[src/cpu_defines.svh]
//**************************************
// CPU defines
// Word, address and register file sizes
//**************************************
`ifndef CPU_DEFINES_SVH
`define CPU_DEFINES_SVH

// Width of a data word and of an instruction word
`define CPU_XLEN 32

// Both memories are word addressed with an 8 bit address
`define CPU_ADDR_W 8

// Number of words in each memory
`define CPU_IMEM_DEPTH 256
`define CPU_DMEM_DEPTH 256

// General purpose registers and the width of an index into them
`define CPU_REG_COUNT 32
`define CPU_REG_IDX_W 5

`endif

[src/isa_pkg.sv]
//**************************************
// ISA package
// Instruction layout and opcode encodings
//**************************************
`include "cpu_defines.svh"

package isa_pkg;

    // Instruction word in R-type layout
    // I-type reuses the low 16 bits as its immediate
    // J-type takes its target from the low bits as well
    typedef struct packed {
        logic [5:0]                opcode;
        logic [`CPU_REG_IDX_W-1:0] rs;
        logic [`CPU_REG_IDX_W-1:0] rt;
        logic [`CPU_REG_IDX_W-1:0] rd;
        logic [4:0]                shamt;
        logic [5:0]                funct;
    } instr_t;

    // Opcodes that the core executes
    // Anything else runs as a no-op
    typedef enum logic [5:0] {
        OP_RTYPE = 6'd0,
        OP_ADDI  = 6'd1,
        OP_AND   = 6'd3,
        OP_OR    = 6'd4,
        OP_ANDI  = 6'd5,
        OP_ORI   = 6'd6,
        OP_SHIFT = 6'd7,
        OP_LW    = 6'd8,
        OP_SW    = 6'd9,
        OP_BEQ   = 6'd10,
        OP_BNE   = 6'd11,
        OP_J     = 6'd16,
        OP_SLT   = 6'd19,
        OP_SLTI  = 6'd20
    } opcode_e;

    // Function codes under opcode 0 (add and sub) and opcode 7 (sll and srl)
    typedef enum logic [5:0] {
        FN_ADD_SLL = 6'd0,
        FN_SUB_SRL = 6'd1
    } funct_e;

endpackage

[src/core_pkg.sv]
//**************************************
// Core package
// FSM states, ALU ops and datapath bundles
//**************************************
`include "cpu_defines.svh"

package core_pkg;

    typedef enum logic [2:0] {
        ST_LOAD,
        ST_FETCH,
        ST_DECODE,
        ST_EXECUTE,
        ST_MEMWB,
        ST_HALT
    } cpu_state_e;

    typedef enum logic [2:0] {
        ALU_ADD,
        ALU_SUB,
        ALU_AND,
        ALU_OR,
        ALU_SLL,
        ALU_SRL,
        ALU_SLT
    } alu_op_e;

    // How the PC moves after the current instruction
    typedef enum logic [1:0] {
        BR_NONE,
        BR_EQ,
        BR_NE,
        BR_JUMP
    } branch_e;

    // Control bundle that the decoder hands to the control unit
    typedef struct packed {
        alu_op_e                   alu_op;
        logic                      use_imm;
        logic [`CPU_XLEN-1:0]      imm;
        logic [`CPU_REG_IDX_W-1:0] dest;
        logic                      reg_write;
        logic                      is_load;
        logic                      is_store;
        branch_e                   branch;
        logic [`CPU_ADDR_W-1:0]    jump_target;
    } decoded_t;

    // One memory write, also used as the store event at the top
    typedef struct packed {
        logic                   en;
        logic [`CPU_ADDR_W-1:0] addr;
        logic [`CPU_XLEN-1:0]   data;
    } mem_write_t;

endpackage

[src/cpu_control.sv]
//**************************************
// CPU control
// Load pointers, FSM, PC, IR and commit
//**************************************
`timescale 1ns/100ps
`include "cpu_defines.svh"

module cpu_control import isa_pkg::*, core_pkg::*; (
    input  logic                      clk,
    input  logic                      rst,
    input  logic                      start,
    input  logic                      load_sel,
    input  logic [`CPU_XLEN-1:0]      load_word,
    input  logic [`CPU_XLEN-1:0]      imem_data,
    input  logic [`CPU_XLEN-1:0]      dmem_data,
    input  decoded_t                  dec,
    input  logic [`CPU_XLEN-1:0]      rs_val,
    input  logic [`CPU_XLEN-1:0]      rt_val,
    input  logic [`CPU_XLEN-1:0]      alu_result,
    input  logic                      alu_zero,
    output mem_write_t                imem_wr,
    output mem_write_t                dmem_wr,
    output logic [`CPU_ADDR_W-1:0]    imem_addr,
    output logic [`CPU_ADDR_W-1:0]    dmem_addr,
    output instr_t                    ir,
    output logic [`CPU_XLEN-1:0]      alu_b,
    output logic                      reg_wr_en,
    output logic [`CPU_REG_IDX_W-1:0] reg_wr_idx,
    output logic [`CPU_XLEN-1:0]      reg_wr_data,
    output logic                      done
);

    cpu_state_e             state;
    logic [`CPU_ADDR_W-1:0] imem_ptr;
    logic [`CPU_ADDR_W-1:0] dmem_ptr;
    logic [`CPU_ADDR_W-1:0] final_addr;
    logic [`CPU_ADDR_W-1:0] pc;
    logic [`CPU_ADDR_W-1:0] pc_inc;
    logic [`CPU_ADDR_W-1:0] pc_next;
    logic [`CPU_ADDR_W-1:0] mem_addr;
    logic                   loading;
    logic                   br_taken;

    // Loading runs until start is seen high
    assign loading = (state == ST_LOAD) && !start;

    // Load pointers count up separately for each memory
    always_ff @(posedge clk) begin
        if (rst) begin
            imem_ptr <= '0;
            dmem_ptr <= '0;
        end else if (loading) begin
            if (load_sel) begin
                dmem_ptr <= dmem_ptr + 1'b1;
            end else begin
                imem_ptr <= imem_ptr + 1'b1;
            end
        end
    end

    // Instruction memory is only written during loading
    assign imem_wr.en   = loading && !load_sel;
    assign imem_wr.addr = imem_ptr;
    assign imem_wr.data = load_word;

    // lw and sw address the data memory with rs plus the immediate
    // The adder is only as wide as a memory address
    assign mem_addr  = rs_val[`CPU_ADDR_W-1:0] + dec.imm[`CPU_ADDR_W-1:0];
    assign dmem_addr = mem_addr;
    assign imem_addr = pc;

    // Data memory takes load words before start and sw stores in EXECUTE
    always_comb begin
        if (state == ST_EXECUTE) begin
            dmem_wr.en   = dec.is_store;
            dmem_wr.addr = mem_addr;
            dmem_wr.data = rt_val;
        end else begin
            dmem_wr.en   = loading && load_sel;
            dmem_wr.addr = dmem_ptr;
            dmem_wr.data = load_word;
        end
    end

    // Branch decision from the ALU zero flag
    always_comb begin
        case (dec.branch)
            BR_EQ:   br_taken = alu_zero;
            BR_NE:   br_taken = !alu_zero;
            default: br_taken = 1'b0;
        endcase
    end

    // Taken branches are relative to PC+1, j takes an absolute target
    assign pc_inc = pc + 1'b1;
    always_comb begin
        if (dec.branch == BR_JUMP) begin
            pc_next = dec.jump_target;
        end else if (br_taken) begin
            pc_next = pc_inc + dec.imm[`CPU_ADDR_W-1:0];
        end else begin
            pc_next = pc_inc;
        end
    end

    // Main FSM with one instruction in flight
    always_ff @(posedge clk) begin
        if (rst) begin
            state      <= ST_LOAD;
            pc         <= '0;
            final_addr <= '0;
        end else begin
            case (state)
                ST_LOAD: begin
                    // The instruction count becomes the end address
                    if (start) begin
                        final_addr <= imem_ptr;
                        state      <= ST_FETCH;
                    end
                end
                ST_FETCH:   state <= (pc == final_addr) ? ST_HALT : ST_DECODE;
                ST_DECODE:  state <= ST_EXECUTE;
                ST_EXECUTE: begin
                    pc    <= pc_next;
                    state <= dec.is_load ? ST_MEMWB : ST_FETCH;
                end
                ST_MEMWB:   state <= ST_FETCH;
                default:    state <= ST_HALT;
            endcase
        end
    end

    // Memory output is valid in DECODE after the read issued in FETCH
    always_ff @(posedge clk) begin
        if (state == ST_DECODE) begin
            ir <= instr_t'(imem_data);
        end
    end

    assign alu_b = dec.use_imm ? dec.imm : rt_val;

    // ALU results commit in EXECUTE, load data one cycle later in MEMWB
    assign reg_wr_en   = ((state == ST_EXECUTE) && dec.reg_write && !dec.is_load) ||
                         (state == ST_MEMWB);
    assign reg_wr_idx  = dec.dest;
    assign reg_wr_data = (state == ST_MEMWB) ? dmem_data : alu_result;

    assign done = (state == ST_HALT);

endmodule

[config.mk]
export PLATFORM = sky130hd
export DESIGN_NAME = cpu_control
export DESIGN_NICKNAME = d
export VERILOG_FILES = /design/src/isa_pkg.sv /design/src/core_pkg.sv /design/src/cpu_control.sv
export VERILOG_INCLUDE_DIRS = /design/src
export SDC_FILE = /design/constraint.sdc
export NUM_CORES = 1
export LEC_CHECK = 0
export ABC_AREA = 1
export ABC_CLOCK_PERIOD_IN_PS = 3900
export BUFFER_PORTS_ARGS = -buffer_cell sky130_fd_sc_hd__clkbuf_2
export CAP_MARGIN = 20
export CORE_AREA = 2 2 175 177
export DETAILED_ROUTE_END_ITERATION = 6
export DIE_AREA = 0 0 177 179
export REMOVE_ABC_BUFFERS = 1
export SLEW_MARGIN = 10
export SYNTH_ARGS = -nofsm -noshare
export SYNTH_HDL_FRONTEND = slang
export SYNTH_SLANG_ARGS = --single-unit
[constraint.sdc]
create_clock -name clk -period 3.9 [get_ports clk]
set_clock_uncertainty 0.2 [all_clocks]
set_input_delay 0 -clock clk [delete_from_list [all_inputs] [get_ports clk]]
set_output_delay 0 -clock clk [all_outputs]
set_load 0.01 [all_outputs]
==> results of run 1 <==
[final cells by class]
class	instances	area share [%]
clock buffers	11	3.086
clock inverters	5	0.3603
diodes	2	0.06266
flip-flops and latches	67	20.80
repair buffers	475	33.68
multi-input cells	443	31.81
inverters	85	3.994
well taps	396	6.203
[repair_timing]
item,in CTS,in global routing
gates resized for setup,0,0
buffers inserted,0,0
hold endpoints to repair,57,0
hold buffers,56,0
[sequential cells by signal, summed over array words and instances (netlist names)]
| signal | flops |
|---|---|
| dmem_ptr | 8 |
| final_addr | 8 |
| imem_addr | 8 |
| imem_ptr | 8 |
| ir | 32 |
| state | 3 |
[per-layer routing]
metal | up-vias | routed length [um] | global-route usage, %
met2 | 243 | 10750 | 22.26
met5 | - | 0 | 0
li1 | 2977 | - | -
met1 | 2710 | 9331 | 16.46
met3 | 20 | 1378 | 2.693
met4 | 0 | 308 | 3.202
[worst min path at each step]
stage / from / end / slack, ns / depth (start not counted)
after floorplan: load_word[0] / imem_wr[0] / -0.20 / 0
after global routing: load_word[31] / imem_wr[31] / 0.009 / 2
final: load_word[11] / imem_wr[11] / 0.003 / 2
after CTS: load_word[11] / imem_wr[11] / 0.004 / 2
after global placement: dec[13] / reg_wr_idx[0] / -0.20 / 0
after detailed placement: dec[13] / reg_wr_idx[0] / -0.20 / 0
[cells in the final DEF (no fill, tap or decap), drive strengths merged, types with 3 or more instances in the layout]
master         n
a21oi         45
buf            5
clkbuf       425
clkinv         5
dfxtp         35
dlygate4sd3   56
edfxtp        32
ha            18
inv           85
mux2          32
nand2        141
nand3         20
nand4          3
nor2          37
nor3          11
nor4           4
o211ai         3
o21ai         97
xnor2          5
xor2          14
[cells by family (layout without fill, tap and decap cells)]
| kind of cell | after synthesis | after routing | synth area share, % |
|---|---|---|---|
| simple gates | 221 | 221 | 19.78 |
| mux | 32 | 32 | 7.358 |
| flops | 67 | 67 | 33.93 |
| fa+ha+maj | 20 | 20 | 5.417 |
| compound gates | 151 | 151 | 15.84 |
| xor+xnor | 19 | 19 | 3.398 |
| other cells | 0 | 2 | 0 |
| buf+inv | 146 | 576 | 14.28 |
[power by group through the flow]
| stage | combinational (mW) | sequential (mW) | clock, mW |
|---|---|---|---|
| CTS | 1.35 | 0.989 | 0.774 |
| finish | 1.34 | 0.990 | 0.747 |
| detailed placement | 1.29 | 1.00 | 0 |
| global route | 1.49 | 1.01 | 0.791 |
| floorplan | 0.658 | 1.04 | 0 |
| global placement | 1.29 | 0.995 | 0 |
[stage by stage]
step           std cells  instance area (sq um)  setup slack, ns
3_3_place_gp        1409                   7119            1.394
4_1_cts             1481                   7955           0.8204
5_1_grt             1482                   7983           0.5183
2_1_floorplan        595                   4517           0.4861
6_report            1484                   7988           0.7900
3_5_place_dp        1409                   7119            1.380
==> flow_metrics.env, run 1 <==
export IMPL_status="finished clean"
export IMPL_startpoint_type="flop"
export IMPL_die_height_um=179
export IMPL_worst_slew_pin_slew_ns=0.7388
export IMPL_max_freq_ghz=0.3215
export IMPL_yosys_warnings=0
export IMPL_p_int_mw=1.915
export IMPL_hp_class="in -> out"
export IMPL_hold_slack_ns=0.002996
export IMPL_fill_cells=3336
export IMPL_cts_made_buffers=9
export IMPL_num_rows=64
export IMPL_tns_ns=0
export IMPL_ys_types=37
export IMPL_hold_violations=0
export IMPL_grt_max_degree=74
export IMPL_synthToLayoutAreaGrowth_pct=63.11
export IMPL_critPathSlowestCell="dlygate4sd3_1"
export IMPL_yosys_top_cells_area="edfxtp_1 (20%), dfxtp_1 (14%), nand2_1 (11%), mux2_2 (7.4%), o21ai_0 (6.4%)"
export IMPL_die_w_um=177
export IMPL_setup_viol=0
export IMPL_cpLargestDelayFamily="simple AND/OR/NAND/NOR gates"
export IMPL_path_cells="ha_1 -> nand2_1 -> nor2_1 -> inv_1 -> nor2_1 -> nor2_1 -> ha_1 -> nand2_1 -> inv_1 -> nand2_1 -> nand2_1 -> a21oi_1 -> nand3_1 -> nand3_1 -> nand2_1 -> nand2_1 -> a21oi_1 -> dlygate4sd3_1"
export IMPL_reg2reg_depth=18
export IMPL_cp_num_buf_inv=3
export IMPL_root_buffer="clkbuf_16"
export IMPL_max_stage_delay_ns=0.57
export IMPL_clk_latency_ns=0.33
export IMPL_finalMaxSlewViolations=0
export IMPL_cts_sinks=67
export IMPL_ys_flop_type="dfxtp_1"
export IMPL_layout_drive_gt1_share_pct=44.48
export IMPL_switching_share_pct=37.80
export IMPL_route_detailed_drc=0
export IMPL_worstPathMaxFanout=6
export IMPL_crit_path_end_kind="flop"
export IMPL_relSlewSlack_pct=50.75
export IMPL_clkPwrFrac_pct=24.3
export IMPL_antenna_found_initial=3
export IMPL_wl_per_cell_um=14.67
export IMPL_arrival_ns=3.13
export IMPL_grt_pass1_vias=5524
export IMPL_synth_commonest_cells="nand2_1 (140), inv_1 (83), o21ai_0 (63)"
export IMPL_switching_power_mw=1.164
export IMPL_crit_type="reg -> reg"
export IMPL_synth_area_per_cell_sq_um=7.465
export IMPL_drt_iter0_drc=290
export IMPL_num_vias=5950
export IMPL_synth_edff_count=32
export IMPL_peakVddDrop_mv=0.1752
export IMPL_htree_levels=3
export IMPL_post_route_min_period_ns=3.110
export IMPL_ios=452
export IMPL_track_usage_pct=12.94
export IMPL_ys_ff_latch=67
export IMPL_synth_most_common_cell="nand2_1"
export IMPL_num_nets_final=1352
export IMPL_core_area_sq_um=30030
export IMPL_drv_cap=0
export IMPL_final_antenna_net_count=0
export IMPL_async_flop_share_pct=0
export IMPL_vias_per_cell=4.009
export IMPL_period_share_pct=79.74
export IMPL_register_area_sq_um=1662
export IMPL_comb_power_share_pct=43.6
export IMPL_grt_pass1_wl_um=31040
export IMPL_place_hpwl_um=18020
export IMPL_r2r_slack_ns=0.79
export IMPL_die_area_sq_um=31680
export IMPL_r2r_end="imem_addr[7]$_SDFFE_PP0P_"
export IMPL_dr_pass1_iters=5
export IMPL_synth_area_leader_cell="edfxtp_1"
export IMPL_p_leak_nw=4.185
export IMPL_sequentialPowerShare_pct=32.1
export IMPL_place_gp_congestion=0.8695
export IMPL_wl_um=21770
export IMPL_final_core_util_pct=26.60
export IMPL_synthCells=656
export IMPL_port_buffers=414
export IMPL_synth_top_cell_area_share_pct=19.62
export IMPL_clockBufferDepth=2
export IMPL_p_total_mw=3.079
export IMPL_rsz0062_at_grt="false"
export IMPL_cp_depth=18
export IMPL_yosysSeqAreaShare_pct=33.93
export IMPL_worst_path_most_repeated_cell="nand2_1"
export IMPL_multi_input_area_sq_um=2541
export IMPL_grt_ovfl_total=0
export IMPL_path_clk_slew_ns=0.06
export IMPL_syn_area_sq_um=4897
export IMPL_worstSetupStartpoint="imem_addr[1]$_SDFFE_PP0P_"
export IMPL_worstPathRequired_ns=3.92
export IMPL_start_util_pct=16.31
export IMPL_r2r_start="imem_addr[1]$_SDFFE_PP0P_"
export IMPL_power_density_nw_per_um2=385.5
export IMPL_cts_tree="built"
export IMPL_crit_path_end="imem_addr[7]$_SDFFE_PP0P_"
Note: power is estimated with default switching activity, not from simulation.
==> inputs of run 2 (changes only) <==
- ABC_CLOCK_PERIOD_IN_PS: 3900 -> 2900
- clock period: 3.9 -> 2.9 ns (I/O delays scaled with it)
==> run 2 against run 1 <==
  * Global-route usage is 0.10 points higher
  * Non-clock buffer count up 1
  * Clock-buffer cell count up 1
  * Critical path depth down 6
  * Via count increased by 0.64%
  * Critical path type unchanged
  * Worst hold slack worse by 0.0013 ns
  * First-iteration DRC count grew 10%
  * Sequential share of layout area barely moved
  * Register-to-register slack got worse by 0.55 ns
  * Combinational power up 37%
  * Routed wire length rose by 0.57%
  * Setup slack got worse by 0.55 ns
==> flow_metrics.env, run 2 (synthesis gave the netlist of run 1 again) <==
export IMPL_cts_made_buffers=9
export IMPL_cpLargestDelayFamily="buffers and inverters"
export IMPL_hp_class="in -> out"
export IMPL_setup_viol=0
export IMPL_cts_tree="built"
export IMPL_crit_type="reg -> reg"
export IMPL_grt_max_degree=42
export IMPL_crit_path_end_kind="flop"
export IMPL_num_rows=64
export IMPL_post_route_min_period_ns=2.663
export IMPL_port_buffers=414
export IMPL_path_clk_slew_ns=0.06
export IMPL_place_gp_congestion=0.8321
export IMPL_final_cell_mix="clkbuf_2 (414), nand2_1 (140), inv_1 (83), o21ai_0 (62), dlygate4sd3_1 (53)"
export IMPL_worst_slew_pin_slew_ns=0.7246
export IMPL_place_hpwl_um=18390
export IMPL_max_stage_delay_ns=0.55
export IMPL_status="finished clean"
export IMPL_clk_latency_ns=0.34
export IMPL_start_util_pct=16.31
export IMPL_reg2reg_depth=12
export IMPL_htree_levels=3
export IMPL_wl_per_cell_um=14.75
export IMPL_layout_drive_gt1_share_pct=45.45
export IMPL_largest_register="ir"
export IMPL_finalMaxSlewViolations=0
export IMPL_die_area_sq_um=31680
export IMPL_wl_um=21900
export IMPL_tns_ns=0
export IMPL_ios=452
export IMPL_layout_commonest_cell="clkbuf_2"
export IMPL_worstPathRequired_ns=2.93
export IMPL_cts_sinks=67
export IMPL_vias_per_cell=4.035
export IMPL_drt_iter0_drc=319
export IMPL_p_leak_nw=4.197
export IMPL_route_detailed_drc=0
export IMPL_critPathSlowestCell="dlygate4sd3_1"
export IMPL_worstPathMaxFanout=6
export IMPL_drv_cap=0
export IMPL_hold_violations=0
export IMPL_final_antenna_net_count=0
export IMPL_max_freq_ghz=0.3755
export IMPL_r2r_slack_ns=0.24
export IMPL_num_nets_final=1353
export IMPL_die_height_um=179
export IMPL_num_vias=5988
export IMPL_clockBufferDepth=2
export IMPL_path_cells="ha_4 -> xor2_1 -> ha_1 -> a21oi_1 -> nand2_1 -> nand2_1 -> nand3_2 -> nor2_1 -> nor2_1 -> o21ai_1 -> a21oi_1 -> dlygate4sd3_1"
export IMPL_p_total_mw=4.213
export IMPL_largest_reg_flops=32
export IMPL_cp_num_buf_inv=1
export IMPL_period_share_pct=91.83
export IMPL_synthToLayoutAreaGrowth_pct=63.90
export IMPL_r2r_start="imem_addr[0]$_SDFFE_PP0P_"
export IMPL_root_buffer="clkbuf_16"
export IMPL_hold_end="imem_wr[11]"
export IMPL_hold_slack_ns=0.001649
export IMPL_core_area_sq_um=30030
export IMPL_grt_pass1_wl_um=31150
export IMPL_grt_pass1_vias=5542
export IMPL_grt_ovfl_total=0
export IMPL_min_path_cells=2
export IMPL_startpoint_type="flop"
export IMPL_power_density_nw_per_um2=525.0
export IMPL_die_w_um=177
export IMPL_track_usage_pct=13.05
export IMPL_relSlewSlack_pct=51.64
export IMPL_peakVddDrop_mv=0.2467
export IMPL_r2r_end="imem_addr[5]$_SDFFE_PP0P_"
export IMPL_arrival_ns=2.69
export IMPL_min_delay_start="load_word[11]"
export IMPL_antenna_found_initial=2
export IMPL_dr_pass1_iters=5
export IMPL_rsz0062_at_grt="false"
-- run 2: cell count changes in the layout (fill, tap and decap cells not counted), moves of 2 or more --
cell           change
dlygate4sd3_1      -3
clkinv_2           -2
buf_4              +4
dfxtp_4            +2
inv_4              +2
ha_4               +2
dfxtp_1            -3
ha_1               -2
-- run 2: final cells by class --
cell class | count | area (sq um)
fill | 3302 | 22000
timing repair buffer | 476 | 2683
multi-input combinational | 443 | 2574
sequential | 67 | 1670
tap | 396 | 495.5
inverter | 85 | 319.1
clock buffer | 12 | 260.3
clock inverter | 4 | 22.52
antenna | 1 | 2.502
-- run 2: worst reg2reg max path, delay by kind of cell, from the launching register on --
family                     cells  cell delay, ns
AOI/OAI and AO/OA              3            0.33
and+or+nand+nor                5            0.41
adders and majority gates      2            0.46
DFF                            1            0.38
xor gates and xnor gates       1            0.21
buffers and inverters          1            0.55
-- run 2: timing repair --
item | 4_1_cts | 5_1_grt
endpoints found under the hold margin | 57 | 0
resized for setup | 0 | 11
buffers inserted | 0 | 2
hold buffers | 53 | 0
setup endpoints to repair | 0 | 1
-- run 2: where the power goes --
part | switching [mW] | leakage [nW] | total, mW | internal (mW)
clock | 0.414 | 0.147 | 1.05 | 0.633
sequential | 0.120 | 0.578 | 1.33 | 1.21
combinational | 1.06 | 3.47 | 1.84 | 0.780
-- run 2: worst max-delay path by stage --
stage	from	end	slack (ns)	cells past startpoint
global placement	imem_addr[0]$_SDFFE_PP0P_	imem_addr[7]$_SDFFE_PP0P_	0.42	18
detailed placement	imem_addr[0]$_SDFFE_PP0P_	imem_addr[7]$_SDFFE_PP0P_	0.40	17
finish	imem_addr[0]$_SDFFE_PP0P_	imem_addr[5]$_SDFFE_PP0P_	0.24	12
floorplan	state[1]$_SDFFE_PP0P_	ir[0]$_DFFE_PP_	-0.51	2
CTS	imem_addr[0]$_SDFFE_PP0P_	imem_addr[5]$_SDFFE_PP0P_	0.03	16
global route	imem_addr[0]$_SDFFE_PP0P_	imem_addr[5]$_SDFFE_PP0P_	0.01	12
-- run 2: per-layer routing --
metal | GRT usage (%) | vias up | wire (um)
li1 | - | 2992 | -
met1 | 16.32 | 2729 | 9210
met2 | 22.83 | 252 | 10810
met3 | 3.265 | 13 | 1671
met4 | 2.238 | 2 | 187
met5 | 0 | - | 13
-- run 2: stage by stage --
stage	instance area [sq um]	util, %	std cells	setup slack [ns]
final	8026	26.73	1484	0.2368
after global routing	8024	26.72	1483	0.01214
after CTS	7968	26.53	1481	0.02769
after detailed placement	7154	23.83	1412	0.4032
after global placement	7134	23.76	1411	0.4194
after floorplan	4517	-	595	-0.5139
==> inputs of run 3 (changes only) <==
- ABC_AREA: 1 -> not set
- CORE_AREA: 2 2 175 177 -> 2 2 176 178
- DIE_AREA: 0 0 177 179 -> 0 0 178 180
- REMOVE_ABC_BUFFERS: 1 -> not set
==> run 3 against run 2 <==
  * Highest routed layer is now met4
  * Worst hold slack better by 0.0031 ns
  * Non-clock buffer count is 1 lower
  * Cell count fell by 6.1%
==> flow_metrics.env, run 3 <==
export IMPL_num_vias=5697
export IMPL_wl_um=24560
export IMPL_largest_register="ir"
export IMPL_arrival_ns=2.88
export IMPL_syn_area_sq_um=4967
export IMPL_path_clk_slew_ns=0.06
export IMPL_htree_levels=3
export IMPL_status="finished clean"
export IMPL_port_buffers=414
export IMPL_startpoint_type="flop"
export IMPL_relSlewSlack_pct=42.70
export IMPL_final_cell_mix="clkbuf_2 (414), nand2_1 (140), mux2_2 (68), dlygate4sd3_1 (53), dfxtp_1 (35)"
export IMPL_crit_path_end_kind="flop"
export IMPL_post_route_min_period_ns=2.796
export IMPL_syn_nets=839
export IMPL_drv_cap=0
export IMPL_max_freq_ghz=0.3577
export IMPL_async_flop_share_pct=0
export IMPL_synth_top_cell_area_share_pct=19.35
export IMPL_die_area_sq_um=32040
export IMPL_stdcell_count=1394
export IMPL_num_rows=64
export IMPL_ys_flop_type="dfxtp_1"
export IMPL_finalMaxSlewViolations=0
export IMPL_place_inst=1320
export IMPL_clk_latency_ns=0.34
export IMPL_synth_edff_count=32
export IMPL_worstPathMaxFanout=12
export IMPL_hold_violations=0
export IMPL_start_util_pct=16.45
export IMPL_synth_most_common_cell="nand2_1"
export IMPL_p_total_mw=3.011
export IMPL_r2r_start="state[0]$_SDFFE_PP0P_"
export IMPL_power_density_nw_per_um2=373.9
export IMPL_cts_made_buffers=9
export IMPL_hp_class="in -> out"
export IMPL_place_gp_congestion=0.9053
export IMPL_peakVddDrop_mv=0.2534
export IMPL_r2r_end="imem_ptr[1]$_SDFFE_PP0P_"
export IMPL_period_share_pct=96.41
export IMPL_yosys_warnings=0
export IMPL_largest_reg_flops=32
export IMPL_final_cell_area_sq_um=8053
export IMPL_synth_area_leader_cell="edfxtp_1"
export IMPL_cts_sinks=67
export IMPL_tns_ns=0
export IMPL_ys_types=54
export IMPL_clockBufferDepth=2
export IMPL_num_nets_final=1259
export IMPL_route_detailed_drc=0
export IMPL_ios=452
export IMPL_track_usage_pct=14.83
export IMPL_ys_ff_latch=67
export IMPL_hold_end="imem_wr[10]"
export IMPL_grt_max_degree=49
export IMPL_min_path_cells=2
export IMPL_rsz0062_at_grt="false"
export IMPL_final_antenna_net_count=0
export IMPL_worst_slew_pin_slew_ns=0.8594
export IMPL_vias_per_cell=4.087
export IMPL_hold_slack_ns=0.004721
export IMPL_reg2reg_depth=6
export IMPL_root_buffer="clkbuf_16"
export IMPL_core_area_sq_um=30190
export IMPL_r2r_slack_ns=0.10
export IMPL_antenna_found_initial=7
export IMPL_p_leak_nw=3.990
export IMPL_min_delay_start="load_word[10]"
export IMPL_synth_commonest_cells="nand2_1 (140), mux2_2 (68), buf_4 (37)"
export IMPL_synthToLayoutAreaGrowth_pct=62.12
export IMPL_cts_tree="built"
export IMPL_layout_drive_gt1_share_pct=51.76
export IMPL_yosys_top_cells_area="edfxtp_1 (19%), mux2_2 (15%), dfxtp_1 (14%), nand2_1 (11%), buf_4 (5.6%)"
export IMPL_crit_type="reg -> reg"
export IMPL_wl_met2_um=12540
export IMPL_die_w_um=178
export IMPL_grt_pass1_wl_um=35220
export IMPL_grt_pass1_vias=5600
export IMPL_placed_cell_area_sq_um=7191
export IMPL_synth_area_per_cell_sq_um=8.745
export IMPL_top_layer_used="met4"
export IMPL_wl_met1_um=9800
export IMPL_route_met3_wl_um=1828
export IMPL_synthCells=568
export IMPL_grt_ovfl_total=0
export IMPL_worstPathRequired_ns=2.98
export IMPL_setup_viol=0
export IMPL_place_hpwl_um=20990
export IMPL_wl_per_cell_um=17.62
export IMPL_dr_pass1_iters=4
export IMPL_die_height_um=180
export IMPL_drt_iter0_drc=296
export IMPL_layout_commonest_cell="clkbuf_2"
export IMPL_yosysSeqAreaShare_pct=33.45
[run 3: cell types whose count changed in the layout (fill, tap and decap cells not counted), sizes merged, moves of 8 or more]
cell / change
a21oi: -21
nand3: -8
inv: -72
o21ai: -84
xnor2: +14
mux2: +36
[run 3: how the worst max path moves through the flow]
stage / start / to / cells past startpoint
CTS: state[0]$_SDFFE_PP0P_ / imem_ptr[1]$_SDFFE_PP0P_ / 6
detailed placement: imem_addr[2]$_SDFFE_PP0P_ / imem_addr[7]$_SDFFE_PP0P_ / 8
global route: state[0]$_SDFFE_PP0P_ / imem_ptr[1]$_SDFFE_PP0P_ / 6
floorplan: state[0]$_SDFFE_PP0P_ / ir[0]$_DFFE_PP_ / 3
global placement: imem_addr[2]$_SDFFE_PP0P_ / imem_addr[7]$_SDFFE_PP0P_ / 9
finish: state[0]$_SDFFE_PP0P_ / imem_ptr[1]$_SDFFE_PP0P_ / 6
[run 3: power breakdown]
part           leakage (nW)  switching [mW]  internal (mW)
sequential            0.570          0.0159           1.00
clock                 0.156           0.440          0.729
combinational          3.26           0.418          0.406
[run 3: through the flow]
step | util, % | worst slack (ns)
floorplan | - | 0.3051
global placement | 23.82 | 0.4454
detailed placement | 23.82 | 0.3681
CTS | 26.63 | 0.1179
global route | 26.66 | 0.0004763
finish | 26.67 | 0.1042
[run 3: cells by family after synthesis]
family | share of synthesized area [%]
AND/OR/NAND/NOR | 20.03
buffers and inverters | 9.118
multiplexers | 16.83
AO/OA/AOI/OAI | 8.892
flip-flops | 33.45
XOR/XNOR | 6.348
adder cells (fa/ha/maj) | 5.340
[run 3: layout make-up]
| cell class | count | area, sq um |
|---|---|---|
| well taps | 396 | 495.5 |
| flip-flops and latches | 67 | 1662 |
| clock inverters | 5 | 65.06 |
| fillers | 3278 | 22140 |
| inverters | 12 | 45.04 |
| multi-input cells | 423 | 2856 |
| clock buffers | 11 | 254.0 |
| repair buffers | 475 | 2663 |
| diodes | 5 | 12.51 |
[run 3: timing repair]
action,in CTS,in global routing
endpoints found under the hold margin,58,0
buffers inserted,0,0
endpoints found under the setup margin,0,0
resized for setup,0,0
hold buffers,53,0
[run 3: critical path: stages (launching register included)]
cell and delay, ns:
dfxtp_1 0.41, or4_4 0.62, nor2_4 0.15, dlygate4sd3_1 0.61
nand2_1 0.06, a21oi_1 0.12, dlygate4sd3_1 0.57
[run 3: layer usage]
| layer | up-vias | global-route usage, % |
|---|---|---|
| li1 | 2770 | - |
| met1 | 2632 | 17.03 |
| met2 | 268 | 27.21 |
| met3 | 27 | 3.278 |
| met4 | 0 | 4.131 |
| met5 | - | 0 |
